## config.mk

```make
export PLATFORM = sky130hd
export DESIGN_NAME = strided_copy
export DESIGN_NICKNAME = d
export VERILOG_FILES = /design/src/strided_copy_pkg.sv /design/src/nested_addr_gen.sv /design/src/read_sequencer.sv /design/src/strided_copy.sv /design/src/write_sequencer.sv
export SDC_FILE = /design/constraint.sdc
export NUM_CORES = 2
export LEC_CHECK = 0
export BUFFER_PORTS_ARGS = -buffer_cell sky130_fd_sc_hd__buf_2
export CAP_MARGIN = 40
export CORE_AREA = 2 2 503 505
export CTS_BUF_LIST = sky130_fd_sc_hd__clkbuf_8 sky130_fd_sc_hd__clkbuf_16
export CTS_CLUSTER_SIZE = 14
export DETAILED_ROUTE_END_ITERATION = 12
export DIE_AREA = 0 0 505 507
export GPL_TIMING_DRIVEN = 0
export HOLD_SLACK_MARGIN = 0.08
export PLACE_DENSITY = 0.46
export RECOVER_POWER = 25
export SETUP_SLACK_MARGIN = 0.05
export SKIP_CTS_REPAIR_TIMING = 1
export SLEW_MARGIN = 10
export SYNTH_ARGS = -nofsm -noshare
export SYNTH_HDL_FRONTEND = slang
export SYNTH_SLANG_ARGS = --single-unit
```

## constraint.sdc

```tcl
create_clock -name clk -period 5.2 [get_ports clk]
set_clock_uncertainty 0.1 [all_clocks]
set_input_delay 0.52 -clock clk [delete_from_list [all_inputs] [get_ports clk]]
set_output_delay 0.52 -clock clk [all_outputs]
set_load 0.05 [all_outputs]
```

## src/strided_copy_pkg.sv

```systemverilog
package strided_copy_pkg;

    // Defaults picked up by the top level.
    localparam int DEF_ADDR_W = 16;
    localparam int DEF_ADIM   = 3;
    localparam int DEF_DATA_W = 512;   // 64 bytes per beat.

    typedef enum logic {
        RD_IDLE  = 1'b0,   // Waiting for init_pulse.
        RD_ISSUE = 1'b1    // Issuing read requests.
    } rd_state_t;

    typedef enum logic {
        WR_IDLE = 1'b0,
        WR_RUN  = 1'b1     // Counting returned beats.
    } wr_state_t;

endpackage : strided_copy_pkg

```

## src/nested_addr_gen.sv

```systemverilog
`timescale 1ns/1ps

module nested_addr_gen #(
    parameter int ADDR_W = strided_copy_pkg::DEF_ADDR_W,
    parameter int ADIM   = strided_copy_pkg::DEF_ADIM
) (
    input  logic              clk,
    input  logic              reset_n,
    input  logic              init_pulse,
    input  logic              addr_req,
    input  logic [ADDR_W-1:0] base,
    input  logic [ADDR_W-1:0] size[ADIM],
    input  logic [ADDR_W-1:0] stride[ADIM],
    output logic [ADDR_W-1:0] addr,
    output logic              addr_vld
);

    logic [ADDR_W-1:0] digit[ADIM];
    logic [ADDR_W-1:0] offset[ADIM];
    logic [ADDR_W-1:0] cur_digit[ADIM];
    logic [ADDR_W-1:0] cur_offset[ADIM];
    logic [ADDR_W-1:0] nxt_digit[ADIM];
    logic [ADDR_W-1:0] nxt_offset[ADIM];
    logic [ADDR_W-1:0] offset_sum;

    // Odometer step, dimension 0 runs fastest.
    always_comb begin
        logic carry;
        carry      = 1'b1;
        offset_sum = '0;
        for (int d = 0; d < ADIM; d++) begin
            cur_digit[d]  = init_pulse ? '0 : digit[d];   // Init restarts at index zero.
            cur_offset[d] = init_pulse ? '0 : offset[d];
            offset_sum    = offset_sum + cur_offset[d];
            nxt_digit[d]  = cur_digit[d];
            nxt_offset[d] = cur_offset[d];
            if (carry) begin
                if (cur_digit[d] == size[d] - 1'b1) begin
                    nxt_digit[d]  = '0;
                    nxt_offset[d] = '0;
                end else begin
                    nxt_digit[d]  = cur_digit[d] + 1'b1;
                    nxt_offset[d] = cur_offset[d] + stride[d];
                    carry         = 1'b0;
                end
            end
        end
    end

    always_ff @(posedge clk or negedge reset_n) begin
        if (!reset_n) begin
            digit  <= '{default: '0};
            offset <= '{default: '0};
        end else if (addr_req) begin
            digit  <= nxt_digit;
            offset <= nxt_offset;
        end else if (init_pulse) begin
            digit  <= cur_digit;
            offset <= cur_offset;
        end
    end

    always_ff @(posedge clk or negedge reset_n) begin
        if (!reset_n) begin
            addr     <= '0;
            addr_vld <= 1'b0;
        end else begin
            addr_vld <= addr_req;
            if (addr_req) addr <= base + offset_sum;
        end
    end

endmodule : nested_addr_gen

```

## src/read_sequencer.sv

```systemverilog
`timescale 1ns/1ps

module read_sequencer #(
    parameter int ADDR_W = strided_copy_pkg::DEF_ADDR_W,
    parameter int ADIM   = strided_copy_pkg::DEF_ADIM
) (
    input  logic              clk,
    input  logic              reset_n,
    input  logic              init_pulse,
    input  logic [ADDR_W-1:0] areq_num,
    input  logic [ADDR_W-1:0] raddr_base,
    input  logic [ADDR_W-1:0] raddr_size[ADIM],
    input  logic [ADDR_W-1:0] raddr_stride[ADIM],
    output logic [ADDR_W-1:0] raddr,
    output logic              raddr_vld
);

    strided_copy_pkg::rd_state_t state, state_nxt;

    logic [ADDR_W-1:0] req_cnt;
    logic [ADDR_W-1:0] req_max;
    logic              gen_req;
    logic [ADDR_W-1:0] gen_addr;
    logic              gen_vld;

    always_comb begin
        state_nxt = state;
        if (init_pulse) begin
            state_nxt = (areq_num != '0) ? strided_copy_pkg::RD_ISSUE : strided_copy_pkg::RD_IDLE;
        end else if (state == strided_copy_pkg::RD_ISSUE && req_cnt == req_max - 1'b1) begin
            state_nxt = strided_copy_pkg::RD_IDLE;
        end
    end

    always_ff @(posedge clk or negedge reset_n) begin
        if (!reset_n) state <= strided_copy_pkg::RD_IDLE;
        else          state <= state_nxt;
    end

    always_ff @(posedge clk or negedge reset_n) begin
        if (!reset_n) begin
            req_cnt <= '0;
            req_max <= '0;
        end else if (init_pulse) begin
            req_cnt <= '0;
            req_max <= areq_num;
        end else if (state == strided_copy_pkg::RD_ISSUE) begin
            req_cnt <= req_cnt + 1'b1;
        end
    end

    // Request leads the ISSUE cycle by one, keeps raddr at init + 2.
    assign gen_req = (state_nxt == strided_copy_pkg::RD_ISSUE);

    nested_addr_gen #(.ADDR_W(ADDR_W), .ADIM(ADIM)) rd_addr_gen (
        .clk        (clk),
        .reset_n    (reset_n),
        .init_pulse (init_pulse),
        .addr_req   (gen_req),
        .base       (raddr_base),
        .size       (raddr_size),
        .stride     (raddr_stride),
        .addr       (gen_addr),
        .addr_vld   (gen_vld)
    );

    always_ff @(posedge clk or negedge reset_n) begin
        if (!reset_n) begin
            raddr     <= '0;
            raddr_vld <= 1'b0;
        end else begin
            raddr_vld <= gen_vld;
            if (gen_vld) raddr <= gen_addr;
        end
    end

endmodule : read_sequencer

```

## src/strided_copy.sv

```systemverilog
`timescale 1ns/1ps

module strided_copy #(
    parameter int ADDR_W = strided_copy_pkg::DEF_ADDR_W,
    parameter int ADIM   = strided_copy_pkg::DEF_ADIM,
    parameter int DATA_W = strided_copy_pkg::DEF_DATA_W
) (
    input  logic              clk,
    input  logic              reset_n,
    input  logic              init_pulse,
    input  logic [ADDR_W-1:0] areq_num,     // Beats per run.
    input  logic [ADDR_W-1:0] raddr_base,
    input  logic [ADDR_W-1:0] raddr_size[ADIM],
    input  logic [ADDR_W-1:0] raddr_stride[ADIM],
    input  logic [ADDR_W-1:0] waddr_base,
    input  logic [ADDR_W-1:0] waddr_size[ADIM],
    input  logic [ADDR_W-1:0] waddr_stride[ADIM],
    output logic [ADDR_W-1:0] raddr,
    output logic              raddr_vld,
    input  logic [DATA_W-1:0] rdata,
    input  logic              rdata_vld,
    output logic [ADDR_W-1:0] waddr,
    output logic [DATA_W-1:0] wdata,
    output logic              wdata_vld,
    output logic              finish
);

    read_sequencer #(.ADDR_W(ADDR_W), .ADIM(ADIM)) u_read_seq (
        .clk          (clk),
        .reset_n      (reset_n),
        .init_pulse   (init_pulse),
        .areq_num     (areq_num),
        .raddr_base   (raddr_base),
        .raddr_size   (raddr_size),
        .raddr_stride (raddr_stride),
        .raddr        (raddr),
        .raddr_vld    (raddr_vld)
    );

    // Write side is paced only by returned beats.
    write_sequencer #(.ADDR_W(ADDR_W), .ADIM(ADIM), .DATA_W(DATA_W)) u_write_seq (
        .clk          (clk),
        .reset_n      (reset_n),
        .init_pulse   (init_pulse),
        .areq_num     (areq_num),
        .waddr_base   (waddr_base),
        .waddr_size   (waddr_size),
        .waddr_stride (waddr_stride),
        .rdata        (rdata),
        .rdata_vld    (rdata_vld),
        .waddr        (waddr),
        .wdata        (wdata),
        .wdata_vld    (wdata_vld),
        .finish       (finish)
    );

endmodule : strided_copy

```

## src/write_sequencer.sv

```systemverilog
`timescale 1ns/1ps

module write_sequencer #(
    parameter int ADDR_W = strided_copy_pkg::DEF_ADDR_W,
    parameter int ADIM   = strided_copy_pkg::DEF_ADIM,
    parameter int DATA_W = strided_copy_pkg::DEF_DATA_W
) (
    input  logic              clk,
    input  logic              reset_n,
    input  logic              init_pulse,
    input  logic [ADDR_W-1:0] areq_num,
    input  logic [ADDR_W-1:0] waddr_base,
    input  logic [ADDR_W-1:0] waddr_size[ADIM],
    input  logic [ADDR_W-1:0] waddr_stride[ADIM],
    input  logic [DATA_W-1:0] rdata,
    input  logic              rdata_vld,
    output logic [ADDR_W-1:0] waddr,
    output logic [DATA_W-1:0] wdata,
    output logic              wdata_vld,
    output logic              finish
);

    strided_copy_pkg::wr_state_t state, state_nxt;

    logic [ADDR_W-1:0] beat_cnt;
    logic [ADDR_W-1:0] beat_max;
    logic              last_beat;
    logic [DATA_W-1:0] rdata_q;
    logic [ADDR_W-1:0] gen_addr;
    logic              gen_vld;

    assign last_beat = (state == strided_copy_pkg::WR_RUN) && wdata_vld
                       && (beat_cnt == beat_max - 1'b1);

    always_comb begin
        state_nxt = state;
        if (init_pulse) begin
            state_nxt = (areq_num != '0) ? strided_copy_pkg::WR_RUN : strided_copy_pkg::WR_IDLE;
        end else if (last_beat) begin
            state_nxt = strided_copy_pkg::WR_IDLE;
        end
    end

    always_ff @(posedge clk or negedge reset_n) begin
        if (!reset_n) state <= strided_copy_pkg::WR_IDLE;
        else          state <= state_nxt;
    end

    always_ff @(posedge clk or negedge reset_n) begin
        if (!reset_n) begin
            beat_cnt <= '0;
            beat_max <= '0;
        end else if (init_pulse) begin
            beat_cnt <= '0;
            beat_max <= areq_num;
        end else if (state == strided_copy_pkg::WR_RUN && wdata_vld) begin
            beat_cnt <= beat_cnt + 1'b1;   // Written beats.
        end
    end

    always_ff @(posedge clk or negedge reset_n) begin
        if (!reset_n) finish <= 1'b0;
        else          finish <= last_beat;
    end

    // One write address per returned beat.
    nested_addr_gen #(.ADDR_W(ADDR_W), .ADIM(ADIM)) wr_addr_gen (
        .clk        (clk),
        .reset_n    (reset_n),
        .init_pulse (init_pulse),
        .addr_req   (rdata_vld),
        .base       (waddr_base),
        .size       (waddr_size),
        .stride     (waddr_stride),
        .addr       (gen_addr),
        .addr_vld   (gen_vld)
    );

    // Data stage, lines up with the generator address.
    always_ff @(posedge clk) begin
        if (rdata_vld) rdata_q <= rdata;
    end

    always_ff @(posedge clk or negedge reset_n) begin
        if (!reset_n) begin
            waddr     <= '0;
            wdata     <= '0;
            wdata_vld <= 1'b0;
        end else begin
            wdata_vld <= gen_vld;
            if (gen_vld) begin
                waddr <= gen_addr;
                wdata <= rdata_q;
            end
        end
    end

endmodule : write_sequencer

```

### Yosys cells after proc, flatten, opt, wreduce, memory -nomap -nowiden

Index checks and enable logic that the tools add are counted.

| storage, ports and cells | value |
|---|---|
| register bits after elaboration | 1334 |
| bits in latches | 0 |
| memory bits (writable) | 0 |
| bits in read-only memories | 0 |
| logic and storage cells | 126 |
| memories | 0 |

| cells by class | value |
|---|---|
| add/sub/neg operators | 27 |
| multipliers | 0 |
| div/mod/pow operators | 0 |
| order comparisons | 0 |
| eq/ne operators | 8 |
| shifts and indexed selects | 0 |
| multiplexer cells | 55 |
| bitwise operators | 0 |
| reductions and logical operators | 9 |

Operators with widths:

| kind | number |
|---|---|
| $mux W16 | 36 |
| $mux W48 | 8 |
| $add A16 B16 Y16 | 12 |
| $add A16 B1 Y16 const B | 8 |
| $eq A16 B16 Y1 | 8 |
| $sub A16 B1 Y16 const B | 7 |
| $reduce_bool A16 Y1 | 1 |
| $mux W1 | 11 |
| $reduce_bool A2 Y1 | 5 |
| $logic_and A1 B1 Y1 | 3 |

### Depth between registers and ports, before layout

| depth | value |
|---|---|
| depth in word-level cells | 6 |
| gate-level depth with buffers | 26 |

### Modules after synthesis

From an unflattened synthesis, not the netlist that was laid out.

| second synthesis, totals | value |
|---|---|
| cells, all modules | 4763 |
| area total of the unflattened synthesis | 61555.3 um2 |

By module, submodules not included:

| module | times used | cells each | area each (um2) | seq. area each (um2) |
|---|---|---|---|---|
| write_sequencer | 1 | 1836 | 36830.3 | 29463.3 |
| nested_addr_gen at u_write_seq.wr_addr_gen | 1 | 1370 | 11061.9 | 2827.7 |
| nested_addr_gen at u_read_seq.rd_addr_gen | 1 | 1312 | 11043.1 | 2827.7 |
| read_sequencer | 1 | 245 | 2620.0 | 1251.2 |

### Worst setup path before layout

No wires, ideal clock.

| path | value |
|---|---|
| kind | input port to flip-flop |
| start | in init_pulse |
| end | reg u_write_seq.wr_addr_gen.addr[13] |
| arrival | 5702 ps |
| data required time | 4975 ps |
| setup slack | -727 ps |
| cell stages on the path | 25 |
| buffers on the path | 9 |
| cell sequence | clkbuf_1 clkbuf_1 buf_2 buf_2 buf_2 buf_1 buf_1 clkbuf_1 buf_1 nor2b_1 ha_1 inv_1 fa_1 inv_1 fa_1 a21o_1 a21oi_1 o21bai_1 a21oi_1 o21bai_1 a21oi_1 o211ai_1 a21oi_1 xnor2_1 mux2_2 |

| between the ends | value |
|---|---|
| longest elaborated chain between the ends | 4 |
| elaborated cells on any way between the ends | 6 |
| classes of those cells | 3 x add/sub; 3 x mux |

RTL lines:

| item | line | text |
|---|---|---|
| start, declared | strided_copy.sv:10 | `input logic init_pulse,` |
| $mux W16 | nested_addr_gen.sv:33 | `cur_offset[d] = init_pulse ? '0 : offset[d];` |
| $add A16 B16 Y16 | nested_addr_gen.sv:34 | `offset_sum = offset_sum + cur_offset[d];` |
| $add A16 B16 Y16 * | nested_addr_gen.sv:34 |  |
| $add A16 B16 Y16 * | nested_addr_gen.sv:69 | `if (addr_req) addr <= base + offset_sum;` |
| end signal, assigned | nested_addr_gen.sv:69 |  |
| end, declared | nested_addr_gen.sv:14 | `output logic [ADDR_W-1:0] addr,` |

Mark *: on every way between the ends. The rest lies on a longest branch, timed or not.
A chain may end at the register's enable or synchronous reset.

### Worst setup path after layout

| path | value |
|---|---|
| start | in init_pulse |
| end | reg u_write_seq.wr_addr_gen.addr[14] |

Same word-level chain as after synthesis.

==> impl_metrics.env <==
export IMPL_outcome="complete, but fails checks"
export IMPL_violations="max-capacitance violations, max-slew violations"
export IMPL_synth_flop_cell="dfrtp_1"
export IMPL_grt_pass1_vias=44100
export IMPL_reg2regPathDepth=14
export IMPL_vias_per_cell=4.62
export IMPL_irDropWorstVdd_uv=362
export IMPL_h_tree_depth=4
export IMPL_synth_cell_types=82
export IMPL_synth_area_leader_cell="dfrtp_1"
export IMPL_power_density_nw_per_um2=382
export IMPL_overflow=0
export IMPL_min_path_type="in2reg"
export IMPL_synth_edf_count=512
export IMPL_fin_crit_ns=4.93
export IMPL_cts_tree="yes"
export IMPL_wl_mm=281
export IMPL_rsz0062_at_grt="false"
export IMPL_drtIter0Drc=3957
export IMPL_nets=7589
export IMPL_yosysTopAreaCellShare_pct=34.3
export IMPL_start_util_pct=24.0
export IMPL_utilization_pct=33.0
export IMPL_fmax_mhz=203
export IMPL_grt_usage_pct=21.2
export IMPL_dieHeight_um=507
export IMPL_netlist_area_um2=60000
export IMPL_synth_seq_cells=1334
export IMPL_final_cell_mix="1202 x buf_2, 822 x dfrtp_1, 575 x mux2_2, 541 x dlygate4sd3_1, 512 x edfxtp_1"
export IMPL_path_class="in2reg"
export IMPL_ys_warn_count=0
export IMPL_area_delta_synth_final_pct=37.5
export IMPL_clk_latency_ns=0.82
export IMPL_dpl_worst_slack_ns=-2.79
export IMPL_clk_pin_slew_ns=0.06
export IMPL_cts_num_sinks=1334
export IMPL_worstPathRequired_ns=5.82
export IMPL_first_pass_iters=5
export IMPL_gp_congestion=0.904
export IMPL_synthCells=4617
export IMPL_ant_nets=0
export IMPL_setup_tns_ns=0
export IMPL_cp_max_fo=19
export IMPL_cts_root_buf="clkbuf_16"
export IMPL_tightest_slew_ns=2.81
export IMPL_ys_seq_area_share_pct=59.9
export IMPL_final_common_cell="buf_2"
export IMPL_coreArea_um2=250000
export IMPL_grt_max_degree=132
export IMPL_async_reset_ff_share_pct=61.6
export IMPL_syn_avg_cell_area_um2=13.0
export IMPL_layout_drive_gt1_share_pct=31.5
export IMPL_start_kind="input pin"
export IMPL_setup_viol=0
export IMPL_grt_pass1_wl_mm=376
export IMPL_fill_cells=25500
export IMPL_drv_slew=111
export IMPL_die_w_um=505
export IMPL_p_leak_nw=35.2
export IMPL_hold_path_depth=4
export IMPL_dr_total_vias=47200
export IMPL_max_cap_viol_count=2
export IMPL_crit_path_end_kind="flip-flop"
export IMPL_hold_viol_final=0
export IMPL_fin_ws_ns=0.274
export IMPL_antenna_found_initial=201
export IMPL_dieArea_um2=256000
export IMPL_drt_wirelength_per_cell_um=27.5
export IMPL_yosys_top_cells_area="dfrtp_1 34%, edfxtp_1 26%, mux2_2 11%, xnor2_1 2.9%, ha_1 2.8%"
export IMPL_ios=1303
export IMPL_synth_fp_nets=5561
export IMPL_hpwl_mm=231
export IMPL_rows=184
export IMPL_portBuffers=1294
export IMPL_slew_headroom_pct=-87.4
export IMPL_cts_buffer_depth=3
export IMPL_r2r_slack_ns=0.34
export IMPL_cts_made_buffers=160
export IMPL_cp_arrival_ns=5.54
export IMPL_period_share_pct=94.7
export IMPL_drc=0
export IMPL_holdWs_ns=0.0976
[layer usage]
metal | track usage, % | up-vias | wire (um)
met3 | 8.01 | 542 | 22300
met2 | 34.5 | 1799 | 132000
met5 | 0 | - | 619
li1 | - | 20900 | -
met1 | 25.5 | 23800 | 114000
met4 | 7.60 | 102 | 12000
[registers in the layout, summed over array words and instances (netlist names), 48 cells and up]
name / count
u_read_seq.rd_addr_gen.digit: 48
u_write_seq.wdata: 512
u_write_seq.rdata_q: 512
u_write_seq.wr_addr_gen.digit: 48
u_read_seq.rd_addr_gen.offset: 48
u_write_seq.wr_addr_gen.offset: 48
[worst paths after layout]
path | endpoint | start
min in group asynchronous | u_read_seq.rd_addr_gen.addr[4] | reset_n
setup reg to reg | u_read_seq.rd_addr_gen.offset[29] | u_read_seq.req_max[0]
hold reg to reg | u_write_seq.wdata[411] | u_write_seq.rdata_q[411]
setup / recovery | u_write_seq.wr_addr_gen.addr[14] | init_pulse
max in group asynchronous | u_write_seq.wdata[472] | reset_n
hold / removal | u_write_seq.wr_addr_gen.offset[17] | waddr_stride[17]
[logic make-up (layout without fill, tap and decap cells)]
group                      Yosys count  after routing  share of synthesized area [%]
DFF                               1334           1334                           59.9
and+or+nand+nor                   1091           1091                           9.51
AOI/OAI and AO/OA                  682            682                           7.50
muxes                              588            588                           11.0
buffers and inverters              418           2582                           2.68
xor gates and xnor gates           315            315                           4.87
adders and majority gates          189            189                           4.58
other                                0             80                              0
[metrics by stage]
step | instance area (um2) | power, W | std cells
CTS | 76900 | 0.0315 | 9587
detailed placement | 71400 | 0.0196 | 9289
global route | 82400 | 0.0327 | 10200
floorplan | 60100 | 0.0168 | 4617
global placement | 70800 | 0.0196 | 9259
finish | 82600 | 0.0316 | 10200
[where the power goes]
| part | switching [W] | total, W | internal (W) |
|---|---|---|---|
| Sequential | 0.000604 | 0.0127 | 0.0121 |
| Combinational | 0.00490 | 0.00705 | 0.00214 |
| Clock | 0.00501 | 0.0118 | 0.00677 |
| Total | 0.0105 | 0.0316 | 0.0210 |
[cells in the mapped netlist (20+ instances only)]
master,number
a211oi_1,21
a21o_1,36
a21oi_1,126
a22o_1,45
a31oi_1,34
and3_1,66
buf_1,24
buf_2,21
clkbuf_1,128
dfrtp_1,822
edfxtp_1,512
fa_1,52
ha_1,136
inv_1,241
mux2_2,575
nand2_1,286
nand2b_1,37
nand3_1,80
nand4_1,40
nor2_1,182
nor2b_1,112
nor3_1,71
nor4_1,39
o211ai_1,28
o21ai_0,181
o21bai_1,25
o31ai_1,29
or3_1,57
or4_1,20
xnor2_1,198
xor2_1,105
[worst max-delay path, cell delays in order]
cell and delay (ns):
clkbuf_4 0.21, buf_8 0.21, buf_6 0.23, buf_16 0.21
buf_6 0.20, buf_6 0.23, buf_6 0.24, buf_8 0.22
nor2b_1 0.09, ha_1 0.28, inv_1 0.05, fa_1 0.47
inv_1 0.06, ha_1 0.27, a21o_1 0.18, a21oi_1 0.22
o21bai_1 0.13, a21oi_2 0.24, o21bai_1 0.17, a21o_1 0.25
nand4_1 0.10, a41oi_1 0.19, a2111o_1 0.46, o211ai_1 0.10
[layout make-up]
class                      count  area (um2)  area share (%)
tap                         3348        4190            5.07
antenna                       80         200           0.243
sequential                  1334       35900            43.5
multi-input combinational   2865       22600            27.3
clock buffer                 185        4360            5.28
timing repair buffer        1867       12300            14.9
buffer                       175         871            1.05
clock inverter               113        1210            1.46
inverter                     242         908            1.10
No activity file was read; power rests on OpenSTA's default activity.
